[config.mk]
export PLATFORM = sky130hd
export DESIGN_NAME = rr_arbiter
export DESIGN_NICKNAME = d
export VERILOG_FILES = /design/src/source/mem_share_pkg.sv /design/src/source/rr_arbiter.sv
export SDC_FILE = /design/constraint.sdc
export NUM_CORES = 1
export LEC_CHECK = 0
export BUFFER_PORTS_ARGS = -buffer_cell sky130_fd_sc_hd__buf_4
export CELL_PAD_IN_SITES_DETAIL_PLACEMENT = 2
export CELL_PAD_IN_SITES_GLOBAL_PLACEMENT = 2
export CORE_AREA = 2 2 39 41
export CTS_CLUSTER_DIAMETER = 80
export DETAILED_ROUTE_END_ITERATION = 12
export DIE_AREA = 0 0 41 43
export PLACE_DENSITY_LB_ADDON = 0.1
export SYNTH_ARGS = -nofsm -noshare
export SYNTH_HDL_FRONTEND = slang
export SYNTH_SLANG_ARGS = --single-unit
[constraint.sdc]
create_clock -name aclk -period 1.5 [get_ports aclk]
set_input_delay 0.15 -clock aclk [delete_from_list [all_inputs] [get_ports aclk]]
set_output_delay 0.15 -clock aclk [all_outputs]
set_load 0.005 [all_outputs]
[src/source/mem_share_pkg.sv]
package mem_share_pkg;

	// =========================================================================
	// sizes
	// =========================================================================

	localparam int n_ports = 4; // requesters sharing the memory.
	localparam int fifo_depth = 4; // queue entries, also credits per port.
	localparam int addr_w = 8;
	localparam int data_w = 32;
	localparam int tag_w = 8;
	localparam int mem_words = 256; // one word per address.

	localparam int port_w = $clog2(n_ports);
	localparam int ptr_w = $clog2(fifo_depth);
	localparam int cnt_w = $clog2(fifo_depth + 1); // holds 0 to fifo_depth.
	localparam int pad_w = data_w - tag_w; // unused bits of a read.

	// =========================================================================
	// command types
	// =========================================================================

	typedef enum logic {
		op_read = 1'b0,
		op_write = 1'b1
	} opcode_e;

	typedef logic [port_w-1:0] port_idx_t;

	typedef struct packed {
		logic [addr_w-1:0] addr;
		logic [data_w-1:0] data;
	} wr_view_t;

	// address sits in the top bits of both views.
	typedef struct packed {
		logic [addr_w-1:0] addr;
		logic [tag_w-1:0] tag;
		logic [pad_w-1:0] pad;
	} rd_view_t;

	typedef union packed {
		wr_view_t wr_view;
		rd_view_t rd_view;
	} cmd_payload_u;

endpackage
[src/source/rr_arbiter.sv]
module rr_arbiter
	import mem_share_pkg::*;
(
	input logic aclk,
	input logic aresetn,
	input logic [n_ports-1:0] req,
	output logic [n_ports-1:0] grant
);

	logic [n_ports-1:0] mask; // ports still due a turn this round.
	logic [n_ports-1:0] masked;
	logic [n_ports-1:0] grant_masked;
	logic [n_ports-1:0] grant_plain;
	logic [n_ports-1:0] next_mask;

	// keeps only the lowest set bit.
	function automatic logic [n_ports-1:0] lowest_one(input logic [n_ports-1:0] vec);
		logic [n_ports-1:0] result;
		logic found;
		result = '0;
		found = 1'b0;
		for (int i = 0; i < n_ports; i++) begin
			if (vec[i] && !found) begin
				result[i] = 1'b1;
				found = 1'b1;
			end
		end
		return result;
	endfunction

	// =========================================================================
	// grant
	// =========================================================================

	assign masked = mask & req;
	assign grant_masked = lowest_one(masked);
	assign grant_plain = lowest_one(req); // round is over, start again from 0.
	assign grant = (|masked) ? grant_masked : grant_plain;

	// =========================================================================
	// mask rotation
	// =========================================================================

	// bit i set when the grant lies below i.
	always_comb begin
		logic seen;
		seen = 1'b0;
		for (int i = 0; i < n_ports; i++) begin
			next_mask[i] = seen;
			seen = seen | grant[i];
		end
	end

	always_ff @(posedge aclk or negedge aresetn) begin
		if (!aresetn) begin
			mask <= '1;
		end else if (|grant) begin
			if (|next_mask) begin
				mask <= next_mask;
			end else begin
				mask <= '1; // top port served, open a new round.
			end
		end
	end

endmodule

======== Word level (Yosys, flattened, before mapping) ========
Index checks and enable logic that the tools add are counted.
operators by class
  bitwise gates (word level) .............. 3
  muxes and demuxes ....................... 14
  reductions and logical operators ........ 15
operator list
  cell               count
  $mux 1             12
  $mux 4             2
  $reduce_or 4->1    2
  $logic_and 1x1->1  6
  $logic_not 1->1    6
  $and 4x4->4        1
  $reduce_or 3->1    1
  $or 1x1->1         2
storage, ports and cells
  word-level logic and storage cells ...... 33
  output and inout port bits .............. 4
  register bits after elaboration ......... 4

======== Depth between registers and ports, before layout ========
  depth after elaboration ................. 16
  mapped depth ............................ 4
  depth with buffers taken out ............ 4

======== Worst setup path after synthesis ========
OpenSTA, ideal clock, no wires.
  path kind ............................... register to register
  from .................................... register mask[3]
  to ...................................... register mask[3]
  setup slack ............................. 0.123 ns
  clock period less this slack ............ 1.377 ns
  setup time .............................. 0.088 ns
  required time ........................... 1.412 ns
  data arrival time ....................... 1.289 ns
  stages on the path, launching flop included .. 5
  cell sequence ........................... dfstp_2 a211oi_1 o211a_1 nand3b_1 or3_1
on the way
  elaborated cells between the ends (all ways) .. 10
RTL lines
  element                   line              text
  start: declaration        rr_arbiter.sv:10  logic [n_ports-1:0] mask;
  start signal: assignment  rr_arbiter.sv:59  mask <= next_mask;
  $and 4x4->4 (*)           rr_arbiter.sv:35  assign masked = mask & req;
  $reduce_or 4->1 (*)       rr_arbiter.sv:38  assign grant = (|masked) ? grant_masked : grant_plain;
  $mux 4 (*)                rr_arbiter.sv:38
  net grant[2]              rr_arbiter.sv:7   output logic [n_ports-1:0] grant
  $or 1x1->1                rr_arbiter.sv:50  seen = seen | grant[i];
  $reduce_or 3->1           rr_arbiter.sv:58  if (|next_mask) begin
  $mux 4                    rr_arbiter.sv:58
Mark *: on every way through the listed nets, which the timed path passes. The rest lies on a longest branch.
A chain may end at the register's enable or synchronous reset.

======== Worst setup path in the final report ========
  from .................................... register mask[2]
  to ...................................... output grant[3]
on the way
  word-level cells in the longest chain between the ends .. 7
  elaborated cells between the ends (all ways) .. 8
RTL lines
  element            line              text
  $and 4x4->4 (*)    rr_arbiter.sv:35
  $logic_and 1x1->1  rr_arbiter.sv:23  if (vec[i] && !found) begin
  $mux 1             rr_arbiter.sv:23
  $logic_not 1->1    rr_arbiter.sv:23
  $logic_and 1x1->1  rr_arbiter.sv:23
  $mux 1             rr_arbiter.sv:23
  $mux 4 (*)         rr_arbiter.sv:38
  end: declaration   rr_arbiter.sv:7
Mark *: on every way between the ends. The rest lies on a longest branch, timed or not.

==> results.yml <==
critical_path:
  path_class: "flop to primary output"
  crit_chain: "buf_4 > nand2b_1 > o21ai_2 > and2_4 > buf_4"
  cp.required_ns: 1.35
  cp_slowest_stage_delay_ns: 0.53
  reg2reg_slack_ns: -0.01
  reg2reg_from: "mask[3]"
  critPathLaunchType: "flop"
  cp-end-kind: "primary output"
  path_common_cell: "buf_4"
  rr_endpoint: "mask[3]"
  worstPathArrival_ns: 1.37
  cp_num_buf_inv: 2
  crit_path_max_fanout: 3
  critical-path-slowest-cell: "dfstp_2"
  crit_family: "flip-flops"
  critPathLaunch: "mask[2]"
  r2r.worst_path.cells: 5
timing:
  worst_slack_ns: -0.0216
  finalClockSkew_ns: 0.00133
  rsz0062_at_grt: "yes"
  worst_pin_slew_ns: 0.263
  maxSlewHeadroom_pct: 82.3
  period_minus_slack_ns: 1.52
  drv_slew: 0
  fmax_mhz: 657
  finalCritPeriodShare_pct: 101
  hold_violations: 0
  setup_viol: 2
  fin_hold_ws_ns: 0.248
power_and_ir_drop:
  leakage_nw: 0.209
  irDropWorstVdd_v: 0.000541
  p_switching_uw: 222
  sw_frac_of_total_pct: 33.1
  clkPwrFrac_pct: 19.3
  p_int_uw: 449
  power_uw: 671
  sequentialPowerShare_pct: 28.9
  cellPowerDensity_nw_per_um2: 1430
  p_comb_share_pct: 51.8
hold_path:
  holdCritStartpoint: "req[2]"
  holdPathStages: 3
  min_to: "mask[2]"
  hold_path.class: "input pin to flop"
cts:
  cts.sinks: 4
  root_buffer: "clkbuf_4"
  clock_tree.buffer_depth: 2
  path_clk_slew_ns: 0.04
  insertion_delay_ns: 0.23
  htree_levels: 1
  cts_tree: "yes"
  cts_buffers: 3
global_route:
  grt_use_met2_pct: 20.0
  grt_max_degree: 8
  met3_usage_pct: 3.66
  antenna_found_initial: 0
  grt_use_met1_pct: 17.9
  grt_pass1_wl_um: 1640
  overflow: 0
  grt_pass1_vias: 363
  grt-busiest-layer: "met2"
  globalRouteTotalUtil_pct: 14.2
layout:
  multi_input_area_um2: 186
  top_register: "mask"
  diodes: 0
  biggestRegsByFlops: "mask x4"
  largest_reg_flops: 4
  syn_to_final_growth_pct: 64.8
  fin_nets: 60
  register_area_um2: 105
  n_fill_cell: 172
  drive_gt1_share_pct: 57.7
  final_util_pct: 33.8
yosys:
  syn_inst: 32
  synth-edff-count: 0
  synth-seq-cells: 4
  synth_top_cell_area_share_pct: 37.0
  syn_area_um2: 284
  synth_cell_types: 21
  synth_commonest_cells: "4 x a21oi_1, 4 x dfstp_2, 3 x nor2_1, 3 x o21ai_0, 2 x and2_4"
  synthFlopType: "dfstp_2"
  syn-num-nets: 38
  yosysSeqAreaShare_pct: 37.0
  postSynthAreaPerCell_um2: 8.88
  synthArstFlopShare_pct: 100
  synth_warnings: 0
  synth_largest_area_cell: "dfstp_2"
  synthTopCellsByArea: "dfstp_2 37%, a21oi_1 7.0%, and2_4 6.2%"
route:
  wire_per_inst_um: 14.2
  viasPerCell: 4.72
  drtIter0Drc: 2
  firstDrtPassIters: 3
  ant_nets: 0
  drcViolationCount: 0
  vias: 321
  wirelength_um: 964
floorplan:
  core_area_um2: 1380
  ios: 10
  die_w_um: 41
  die_h_um: 43
  fp-row-count: 14
  initial_utilization_pct: 20.5
  die_area_um2: 1760
flow_run:
  cap_violations: 0
run_status:
  violations: "setup timing"
  status: "complete, but fails checks"
place:
  gp_congestion: 0.665
  dp_hpwl_um: 740
  port_buffers: 9
  dp_slack_ns: 0.0238
==> cell usage in the layout (no fill, tap or decap), types with 2 or more instances in the layout <==
cell type,instances
dfstp_2,4
buf_4,16
and2_4,2
a21oi_1,4
nor2_1,2
o21ai_0,2
a22oi_2,2
clkbuf_4,3
==> cells by family (layout without fill, tap and decap cells) <==
logic type | count (synthesis) | after routing | share of synthesized area [%]
flip-flops | 4 | 4 | 37.0
buffers and inverters | 1 | 21 | 1.32
AO/OA/AOI/OAI | 15 | 15 | 37.0
AND/OR/NAND/NOR | 12 | 12 | 24.7
==> worst reg2reg max path: cells and delay by family (launching register included) <==
family	cells	cell delay, ns
compound gates	2	0.28
flops	1	0.54
simple gates	2	0.49
buf+inv	1	0.12
==> layout make-up <==
class,instances,share of cell area (%)
well taps,16,4.28
flip-flops and latches,4,22.5
multi-input cells,27,39.8
repair buffers,17,27.8
clock buffers,3,4.81
inverters,1,0.802
==> power by group through the flow <==
stage               clock network, mW  logic (mW)  registers (mW)
global placement                    0       0.288           0.196
finish                          0.130       0.347           0.194
floorplan                           0       0.159           0.193
detailed placement                  0       0.303           0.199
CTS                             0.138       0.326           0.194
global route                    0.147       0.392           0.200
==> routing by layer <==
metal  vias up  share of wire (%)
met3         0                4.7
met5         -                  0
li1        160                  -
met2         8                 52
met1       153                 43
met4         0                  0
==> repair_timing <==
item / in CTS / in global routing
setup endpoints to repair: 3 / 7
buffers inserted: 2 / 2
endpoints found under the hold margin: 4 / 0
hold buffers: 1 / 0
resized for setup: 3 / 1
pin swaps: 4 / 3
==> per-stage QoR <==
step / TNS (ns) / std cells / cell area (µm²)
final: -0.0309 / 68 / 468
after CTS: -0.0602 / 66 / 450
after global placement: 0 / 61 / 402
after floorplan: 0 / 32 / 284
after detailed placement: 0 / 61 / 402
after global routing: -0.382 / 68 / 468
==> worst max path at each step <==
| stage | cells after the start | slack [ns] | to |
|---|---|---|---|
| floorplan | 4 | 0.12 | mask[3] |
| global placement | 4 | 0.08 | grant[3] |
| detailed placement | 4 | 0.02 | grant[3] |
| CTS | 5 | -0.04 | grant[3] |
| global route | 5 | -0.11 | mask[3] |
| finish | 5 | -0.02 | grant[3] |
Power figures use the tool's default switching activity.
