--- config.mk ---
export PLATFORM = sky130hd
export DESIGN_NAME = port_ingress
export DESIGN_NICKNAME = d
export VERILOG_FILES = /design/src/source/mem_share_pkg.sv /design/src/source/port_ingress.sv
export SDC_FILE = /design/constraint.sdc
export NUM_CORES = 1
export LEC_CHECK = 0
export BUFFER_PORTS_ARGS = -buffer_cell sky130_fd_sc_hd__buf_4
export CORE_ASPECT_RATIO = 0.5
export CORE_UTILIZATION = 55
export DETAILED_ROUTE_END_ITERATION = 8
export PLACE_DENSITY = 0.77
export SLEW_MARGIN = 20
export SYNTH_ARGS = -nofsm -noshare
export SYNTH_HDL_FRONTEND = slang
export SYNTH_SLANG_ARGS = --single-unit
--- constraint.sdc ---
create_clock -name aclk -period 3.3 [get_ports aclk]
set_input_delay 0.165 -clock aclk [delete_from_list [all_inputs] [get_ports aclk]]
set_output_delay 0.165 -clock aclk [all_outputs]
set_load 0.1 [all_outputs]
--- src/source/mem_share_pkg.sv ---
package mem_share_pkg;

	// =========================================================================
	// sizes
	// =========================================================================

	localparam int n_ports = 4; // requesters sharing the memory.
	localparam int fifo_depth = 4; // queue entries, also credits per port.
	localparam int addr_w = 8;
	localparam int data_w = 32;
	localparam int tag_w = 8;
	localparam int mem_words = 256; // one word per address.

	localparam int port_w = $clog2(n_ports);
	localparam int ptr_w = $clog2(fifo_depth);
	localparam int cnt_w = $clog2(fifo_depth + 1); // holds 0 to fifo_depth.
	localparam int pad_w = data_w - tag_w; // unused bits of a read.

	// =========================================================================
	// command types
	// =========================================================================

	typedef enum logic {
		op_read = 1'b0,
		op_write = 1'b1
	} opcode_e;

	typedef logic [port_w-1:0] port_idx_t;

	typedef struct packed {
		logic [addr_w-1:0] addr;
		logic [data_w-1:0] data;
	} wr_view_t;

	// address sits in the top bits of both views.
	typedef struct packed {
		logic [addr_w-1:0] addr;
		logic [tag_w-1:0] tag;
		logic [pad_w-1:0] pad;
	} rd_view_t;

	typedef union packed {
		wr_view_t wr_view;
		rd_view_t rd_view;
	} cmd_payload_u;

endpackage
--- src/source/port_ingress.sv ---
module port_ingress
	import mem_share_pkg::*;
(
	input logic aclk,
	input logic aresetn,
	input logic cmd_valid,
	input opcode_e cmd_op,
	input cmd_payload_u cmd_payload,
	input logic pop,
	output logic head_valid,
	output opcode_e head_op,
	output cmd_payload_u head_payload,
	output logic credit_return
);

	opcode_e op_mem [fifo_depth];
	cmd_payload_u payload_mem [fifo_depth];

	logic [ptr_w-1:0] wr_ptr;
	logic [ptr_w-1:0] rd_ptr;
	logic [cnt_w-1:0] count;

	// wraps at fifo_depth, which need not be a power of two.
	function automatic logic [ptr_w-1:0] ptr_inc(input logic [ptr_w-1:0] ptr);
		logic [ptr_w-1:0] result;
		if (ptr == ptr_w'(fifo_depth - 1)) begin
			result = '0;
		end else begin
			result = ptr + 1'b1;
		end
		return result;
	endfunction

	// =========================================================================
	// storage
	// =========================================================================

	// requester only sends while it holds a credit, so a slot is always free.
	always_ff @(posedge aclk) begin
		if (cmd_valid) begin
			op_mem[wr_ptr] <= cmd_op;
			payload_mem[wr_ptr] <= cmd_payload;
		end
	end

	assign head_valid = (count != '0);
	assign head_op = op_mem[rd_ptr]; // valid only with head_valid.
	assign head_payload = payload_mem[rd_ptr];

	// =========================================================================
	// pointers and occupancy
	// =========================================================================

	always_ff @(posedge aclk or negedge aresetn) begin
		if (!aresetn) begin
			wr_ptr <= '0;
			rd_ptr <= '0;
		end else begin
			if (cmd_valid) begin
				wr_ptr <= ptr_inc(wr_ptr);
			end
			if (pop) begin
				rd_ptr <= ptr_inc(rd_ptr);
			end
		end
	end

	always_ff @(posedge aclk or negedge aresetn) begin
		if (!aresetn) begin
			count <= '0;
		end else begin
			case ({cmd_valid, pop})
				2'b10: count <= count + 1'b1;
				2'b01: count <= count - 1'b1;
				default: count <= count; // idle, or push and pop together.
			endcase
		end
	end

	// =========================================================================
	// credit return
	// =========================================================================

	// one pulse per popped entry, in the cycle after the pop edge.
	always_ff @(posedge aclk or negedge aresetn) begin
		if (!aresetn) begin
			credit_return <= 1'b0;
		end else begin
			credit_return <= pop;
		end
	end

endmodule

== Yosys cells after proc, flatten, opt, wreduce, memory -nomap -nowiden ==
Memory sizes are Yosys's and may differ from the RTL's.
Cells that the tools add are included.

* Mux-type cells: 5
* Equality and inequality tests: 4
* Reduce and logical (&&, ||, !) cells: 2
* $add $sub $neg: 4

{| class="wikitable"
|+ Operator list
! kind !! number
|-
| $eq 2x2->1 const B || 3
|-
| $pmux 3 s2 || 1
|-
| $add 2x1->2 const B || 2
|-
| $mux 2 || 2
|-
| $add 3x1->3 const B || 1
|-
| $reduce_bool 3->1 || 1
|-
| $sub 3x1->3 const B || 1
|-
| $eq 2x1->1 const B || 1
|-
| $mux 1 || 2
|-
| $reduce_bool 2->1 || 1
|}

* Word-level logic and storage cells: 21
* Bits in registers: 8
* Input port bits: 45
* Bits in writable memories: 164
* Output and inout port bits: 43
* Memories kept: 2

{| class="wikitable"
|+ Memory list
! memory !! words !! bits a word !! read ports !! clocked after memory_dff !! write ports !! line !! source
|-
| payload_mem || 4 || 40 || 1 || 0 || 1 || port_ingress.sv:17 || <nowiki>cmd_payload_u payload_mem [fifo_depth];</nowiki>
|-
| op_mem || 4 || 1 || 1 || 0 || 1 || port_ingress.sv:16 || <nowiki>opcode_e op_mem [fifo_depth];</nowiki>
|}

== Longest topological paths before layout ==
Gate-level depths: netlist of run 1.

* Depth after elaboration: 2
* Mapped depth: 6
* Gate-level depth less buffers: 6

== Worst setup path after synthesis of run 1 ==
OpenSTA, ideal clock, no wires.

* Path kind: register -> register
* Start: reg wr_ptr[0]
* End: mem op_mem[0] (netlist name) (enable)
* Data required time: 2.898 ns
* Cell stages (with the launch flop): 4
* Library setup time: 0.402 ns
* Arrival: 1.610 ns
* Slack: 1.288 ns
* Buffers on the path: 0
* Clock period less this slack: 2.012 ns
* Cell sequence: dfrtp_1 > inv_1 > ha_1 > and2_1

{| class="wikitable"
|+ RTL lines
! what !! line !! source
|-
| start, declared || port_ingress.sv:19 || <nowiki>logic [ptr_w-1:0] wr_ptr;</nowiki>
|-
| start signal, assigned || port_ingress.sv:60 || <nowiki>wr_ptr <= ptr_inc(wr_ptr);</nowiki>
|-
| end, declared || port_ingress.sv:16 ||
|}

Straight into the memory's write port.

== Final worst setup path of run 1 ==
* Start: reg rd_ptr[0]
* End: out head_op

* Word-level cells in the longest chain between the ends: 1

{| class="wikitable"
|+ Ends and longest elaborated chain
! what !! line !! source
|-
| start, declared || port_ingress.sv:20 || <nowiki>logic [ptr_w-1:0] rd_ptr;</nowiki>
|-
| start signal, assigned || port_ingress.sv:63 || <nowiki>rd_ptr <= ptr_inc(rd_ptr);</nowiki>
|-
| $mem_v2 4x1 || -- ||
|-
| end, declared || port_ingress.sv:11 || <nowiki>output opcode_e head_op,</nowiki>
|}

Every way passes these cells.

==> results of run 1 <==
## logic make-up after synthesis
group / Yosys count
DFF: 172
muxes: 44
buffers and inverters: 13
and+or+nand+nor: 9
adders and majority gates: 7
xor gates and xnor gates: 3
AOI/OAI and AO/OA: 2
## path summary, 6_finish.rpt
path / end / cells past startpoint
max: head_op / 3
min: count[0] / 2
max reg2reg: rd_ptr[1] / 2
min reg2reg: count[2] / 1
max in group asynchronous: rd_ptr[1] / 2
min in group aclk: credit_return / 2
## state kept, by name, summed over array words and instances (netlist names)
| signal | count |
|---|---|
| credit_return | 1 |
| wr_ptr | 2 |
| rd_ptr | 2 |
| count | 3 |
| op_mem | 4 |
| payload_mem | 160 |
## layout by cell type (no fill, tap or decap), drive strengths merged
master and n:
mux2 3, dfrtp 8, dlygate4sd3 44, clkinvlp 3, clkbuf 18, nand2 1
bufinv 3, ha 6, xnor2 2, xor2 1, fa 1, clkinv 6
buf 90, or3 2, mux4 41, edfxtp 164, and2 4, inv 5
nor2 2, o21ai 2
## cell usage after synthesis
| cell type | instances |
|---|---|
| clkbuf_1 | 1 |
| buf_2 | 4 |
| mux2_2 | 3 |
| dfrtp_1 | 8 |
| edfxtp_1 | 164 |
| xnor2_1 | 2 |
| nand2_1 | 1 |
| fa_1 | 1 |
| or3_1 | 2 |
| buf_6 | 1 |
| mux4_2 | 38 |
| buf_12 | 4 |
| nor2_1 | 2 |
| and2_1 | 4 |
| xor2_1 | 1 |
| o21ai_0 | 2 |
| ha_1 | 6 |
| mux4_1 | 3 |
| inv_1 | 3 |
## stage by stage
stage | util [%] | instances | area, um2
final | 73.60 | 551 | 8205
after detailed placement | 64.24 | 475 | 7162
after floorplan | - | 250 | 6400
after global routing | 73.60 | 551 | 8205
after global placement | 64.24 | 475 | 7162
after CTS | 73.57 | 551 | 8202
## metal layers
layer | up-vias | part of all wire [%] | track usage (%)
li1 | 1345 | - | -
met1 | 1591 | 40 | 27.19
met2 | 129 | 54 | 37.78
met3 | 14 | 5.2 | 4.417
met4 | 0 | 1.2 | 9.010
met5 | - | 0 | 0
## worst reg2reg max path: stages, from the launching register on
cell	delay, ns
dfrtp_2	1.04
ha_1	0.40
mux2_2	0.27
## final cells by class
cell class / count / share of cell area (%)
multi-input cells: 65 / 14.10
clock inverters: 14 / 2.074
inverters: 3 / 0.1372
clock buffers: 18 / 5.230
repair buffers: 134 / 13.75
well taps: 145 / 2.211
flip-flops and latches: 172 / 62.49
## what timing repair did
item                                   4_1_cts  5_1_grt
setup buffers                                0        0
endpoints found under the hold margin      175        0
hold buffers                                44        0
==> flow_metrics.env, run 1 <==
export IMPL_status="finished clean"
export IMPL_rsz0062_at_grt="false"
export IMPL_nFillCells=647
export IMPL_holdWs_ns=0.09472
export IMPL_cts_sinks=172
export IMPL_grt_pass1_wl_um=18340
export IMPL_synth_top_family_by_area="multiplexers"
export IMPL_start_util_pct=57.41
export IMPL_critical_path_class="reg2out"
export IMPL_finalMaxSlewViolations=0
export IMPL_syn_inst=250
export IMPL_hold_viol=0
export IMPL_cp_top_family="flip-flops"
export IMPL_ys_ff_latch=172
export IMPL_grt_max_degree=44
export IMPL_worst_slew_pin_slew_ns=1.042
export IMPL_num_rows=27
export IMPL_drt_wirelength_per_cell_um=22.16
export IMPL_rr_startpoint="rd_ptr[1]"
export IMPL_synth_xor_area_share_pct=0.4106
export IMPL_final_nets=445
export IMPL_die_area_um2=12100
export IMPL_yosys_warnings=0
export IMPL_synth_fa_ha_area_share_pct=1.486
export IMPL_multi_input_area_um2=1157
export IMPL_drt_iter0_drc=221
export IMPL_overflow=0
export IMPL_htreeDepth=4
export IMPL_skew_ns=0.009858
export IMPL_tritoncts="done"
export IMPL_arrival_ns=2.28
export IMPL_postRouteAntennaNets=0
export IMPL_grt_pass1_vias=3296
export IMPL_num_vias=3079
export IMPL_synth_compound_area_share_pct=0.1564
export IMPL_post_cts_resized=0
export IMPL_track_usage_pct=21.72
export IMPL_rrSetupSlack_ns=1.47
export IMPL_maxSlewHeadroom_pct=30.56
export IMPL_drc=0
export IMPL_setup_viol=0
export IMPL_cp_end_kind="output pin"
export IMPL_syn_nets=302
export IMPL_critPathBufInv=2
export IMPL_syn_area_um2=6400
export IMPL_synthSimpleGateAreaFrac_pct=0.7625
export IMPL_die_h_um=78.28
export IMPL_viasPerCell=5.588
export IMPL_antenna_found_initial=0
export IMPL_critPathMostFrequentCell="buf_4"
export IMPL_timing_fmax_ghz=0.4096
export IMPL_drive_above_1_share_pct=41.13
export IMPL_register_area_um2=5127
export IMPL_seq_area_frac_synth_pct=80.08
export IMPL_cpPeakStageDelay_ns=0.65
export IMPL_startpoint="rd_ptr[0]"
export IMPL_dp_hpwl_um=6463
export IMPL_worst_slack_ns=0.8586
export IMPL_core_um2=11150
export IMPL_num_antenna_cells=0
export IMPL_die_width_um=154.6
export IMPL_muxShareOfSynthArea_pct=15.13
export IMPL_startpoint_type="flip-flop"
export IMPL_cap_violations=0
export IMPL_gp_congestion=0.6934
export IMPL_area_growth_pct=28.21
export IMPL_clkLatencyLatePin_ns=0.41
export IMPL_hp_class="in2async"
export IMPL_cts_made_buffers=17
export IMPL_fin_crit_sh_pct=73.98
export IMPL_pin_count=88
export IMPL_slowest_stage="dfrtp_2"
export IMPL_ctsRootBufferMaster="clkbuf_16"
export IMPL_final_setup_tns_ns=0
export IMPL_synth_area_leaders="edfxtp_1, mux4_2, dfrtp_1, buf_12, mux4_1"
export IMPL_required_ns=3.13
export IMPL_ctsLongestPathBuffers=2
export IMPL_io_buffers=87
export IMPL_synth_top_area_share_pct=76.95
export IMPL_path_max_fanout=13
export IMPL_clk_pin_slew_ns=0.07
export IMPL_crit_chain="buf_4, mux4_1, buf_4"
export IMPL_yosys_area_top_type="edfxtp_1"
export IMPL_fin_crit_ns=2.441
export IMPL_firstDrtPassIters=5
export IMPL_synth_cell_types=19
export IMPL_wirelength_um=12210
export IMPL_avgSynthCellArea_um2=25.60
export IMPL_post_place_ws_ns=1.280
Power of run 1 is left out: the tool's default activity adds up to more than one toggle a clock period on the data nets, which glitch-free logic cannot reach.
==> run 2, diff against run 1 <==
--- a/config.mk
+++ b/config.mk
@@ -7,9 +7,9 @@
 export LEC_CHECK = 0
 export BUFFER_PORTS_ARGS = -buffer_cell sky130_fd_sc_hd__buf_4
 export CORE_ASPECT_RATIO = 0.5
-export CORE_UTILIZATION = 55
+export CORE_UTILIZATION = 51
 export DETAILED_ROUTE_END_ITERATION = 8
-export PLACE_DENSITY = 0.77
+export PLACE_DENSITY = 0.75
 export SLEW_MARGIN = 20
 export SYNTH_ARGS = -nofsm -noshare
 export SYNTH_HDL_FRONTEND = slang
==> constraint.sdc (replaced) <==
create_clock -name aclk -period 2.2 [get_ports aclk]
set_input_delay 0.11 -clock aclk [delete_from_list [all_inputs] [get_ports aclk]]
set_output_delay 0.11 -clock aclk [all_outputs]
set_load 0.1 [all_outputs]
==> run 2 against run 1 <==
Compared with the run above: global-route usage down 3.0 points; sequential share of layout area shrank 0.60 points; hold slack got worse by 0.055 ns; highest routed layer unchanged; clock skew decreased by 0.0055 ns; critical path depth is the same; register-to-register slack got worse by 0.92 ns; first-iteration DRC count down 29%; worst setup slack got worse by 0.75 ns; clock-buffer cell count fell by 1; via count is 1.3% lower; core utilization shrank 4.6 points; sequential cell count did not move.
==> flow_metrics.env, run 2 (synthesis results as in run 1) <==
export IMPL_fin_crit_ns=2.094
export IMPL_die_area_um2=13030
export IMPL_startpoint="rd_ptr[1]"
export IMPL_ctsLongestPathBuffers=2
export IMPL_layout_commonest_cell="edfxtp_1"
export IMPL_maxSlewHeadroom_pct=73.90
export IMPL_status="finished clean"
export IMPL_hold_viol=0
export IMPL_final_setup_tns_ns=0
export IMPL_cts_made_buffers=17
export IMPL_rsz0062_at_grt="false"
export IMPL_grt_pass1_vias=3302
export IMPL_antenna_found_initial=0
export IMPL_overflow=0
export IMPL_drt_wirelength_per_cell_um=19.93
export IMPL_drc=0
export IMPL_slowest_stage="dfrtp_4"
export IMPL_cpPeakStageDelay_ns=0.65
export IMPL_io_buffers=87
export IMPL_cp_end_kind="output pin"
export IMPL_final_nets=454
export IMPL_cap_violations=0
export IMPL_timing_fmax_ghz=0.4776
export IMPL_grt_max_degree=34
export IMPL_clkLatencyLatePin_ns=0.41
export IMPL_path_max_fanout=24
export IMPL_tritoncts="done"
export IMPL_drive_above_1_share_pct=42.65
export IMPL_viasPerCell=5.240
export IMPL_core_um2=12020
export IMPL_startpoint_type="flip-flop"
export IMPL_arrival_ns=1.98
export IMPL_gp_congestion=0.6844
export IMPL_cts_sinks=172
export IMPL_grt_pass1_wl_um=17300
export IMPL_postRouteAntennaNets=0
export IMPL_ctsRootBufferMaster="clkbuf_16"
export IMPL_dp_hpwl_um=6840
export IMPL_die_h_um=81.21
export IMPL_finalMaxSlewViolations=0
export IMPL_drt_iter0_drc=156
export IMPL_clk_pin_slew_ns=0.06
export IMPL_setup_viol=0
export IMPL_pin_count=88
export IMPL_die_width_um=160.4
export IMPL_num_antenna_cells=0
export IMPL_crit_chain="buf_4, mux4_2, buf_4"
export IMPL_hp_class="in2async"
export IMPL_required_ns=2.09
export IMPL_critical_path_class="reg2out"
export IMPL_num_rows=28
export IMPL_firstDrtPassIters=4
export IMPL_worst_slew_pin_slew_ns=0.3914
export IMPL_fin_crit_sh_pct=95.16
export IMPL_wirelength_um=11560
export IMPL_track_usage_pct=18.71
export IMPL_htreeDepth=4
export IMPL_rrSetupSlack_ns=0.55
export IMPL_skew_ns=0.004387
export IMPL_critPathMostFrequentCell="buf_4"
export IMPL_regMostFlops="payload_mem"
export IMPL_start_util_pct=53.26
export IMPL_reg_top3="payload_mem (160), op_mem (4), count (3)"
export IMPL_rr_startpoint="wr_ptr[0]"
export IMPL_final_cell_mix="edfxtp_1, buf_4, dlygate4sd3_1, mux4_2, clkbuf_16"
export IMPL_largest_register_ffs=160
export IMPL_num_vias=3039
export IMPL_area_growth_pct=29.52
## run 2: layout make-up
type                            instances  area, um2
Clock buffer                           17      425.4
Tap cell                              165      206.4
Inverter                                3      11.26
Multi-Input combinational cell         65       1154
Sequential cell                       172       5130
Fill cell                             738       3727
Timing Repair Buffer                  143       1221
Clock inverter                         15      141.4
## run 2: final timing paths
check	to	cells after the start
max in group asynchronous	rd_ptr[1]	2
setup reg to reg	payload_mem[2][2]	4
setup / recovery	head_payload[14]	3
hold / removal	credit_return	2
min in group aclk	credit_return	2
hold reg to reg	count[2]	1
## run 2: through the flow
step	instance area, um2	hold WS, ns	worst slack (ns)	utilization (%)	cells
after CTS	8289	0.02272	0.07002	68.98	580
after detailed placement	7264	-0.06392	0.3920	60.45	502
after floorplan	6400	-0.1856	0.1880	-	250
after global placement	7264	-0.06843	0.4048	60.45	502
final	8289	0.03986	0.1064	68.98	580
after global routing	8289	0.04172	0.04295	68.98	580
## run 2: worst max-delay path: cells and delay by family (launching register included)
family,cells,cell delay (ns)
muxes,1,0.35
buffers and inverters,2,0.55
DFF,1,0.65
## run 2: timing repair
item,CTS,global route
hold buffers,44,0
endpoints found under the hold margin,177,0
setup buffers,2,0
setup endpoints to repair,24,0
resized for setup,1,0
## run 2: metal layers
metal  wire, um  GRT usage, %
met5          0             0
met4        134         7.810
met3        364         4.597
met2       6106         32.94
met1       4957         22.69
Power of run 2 is left out for the same reason.
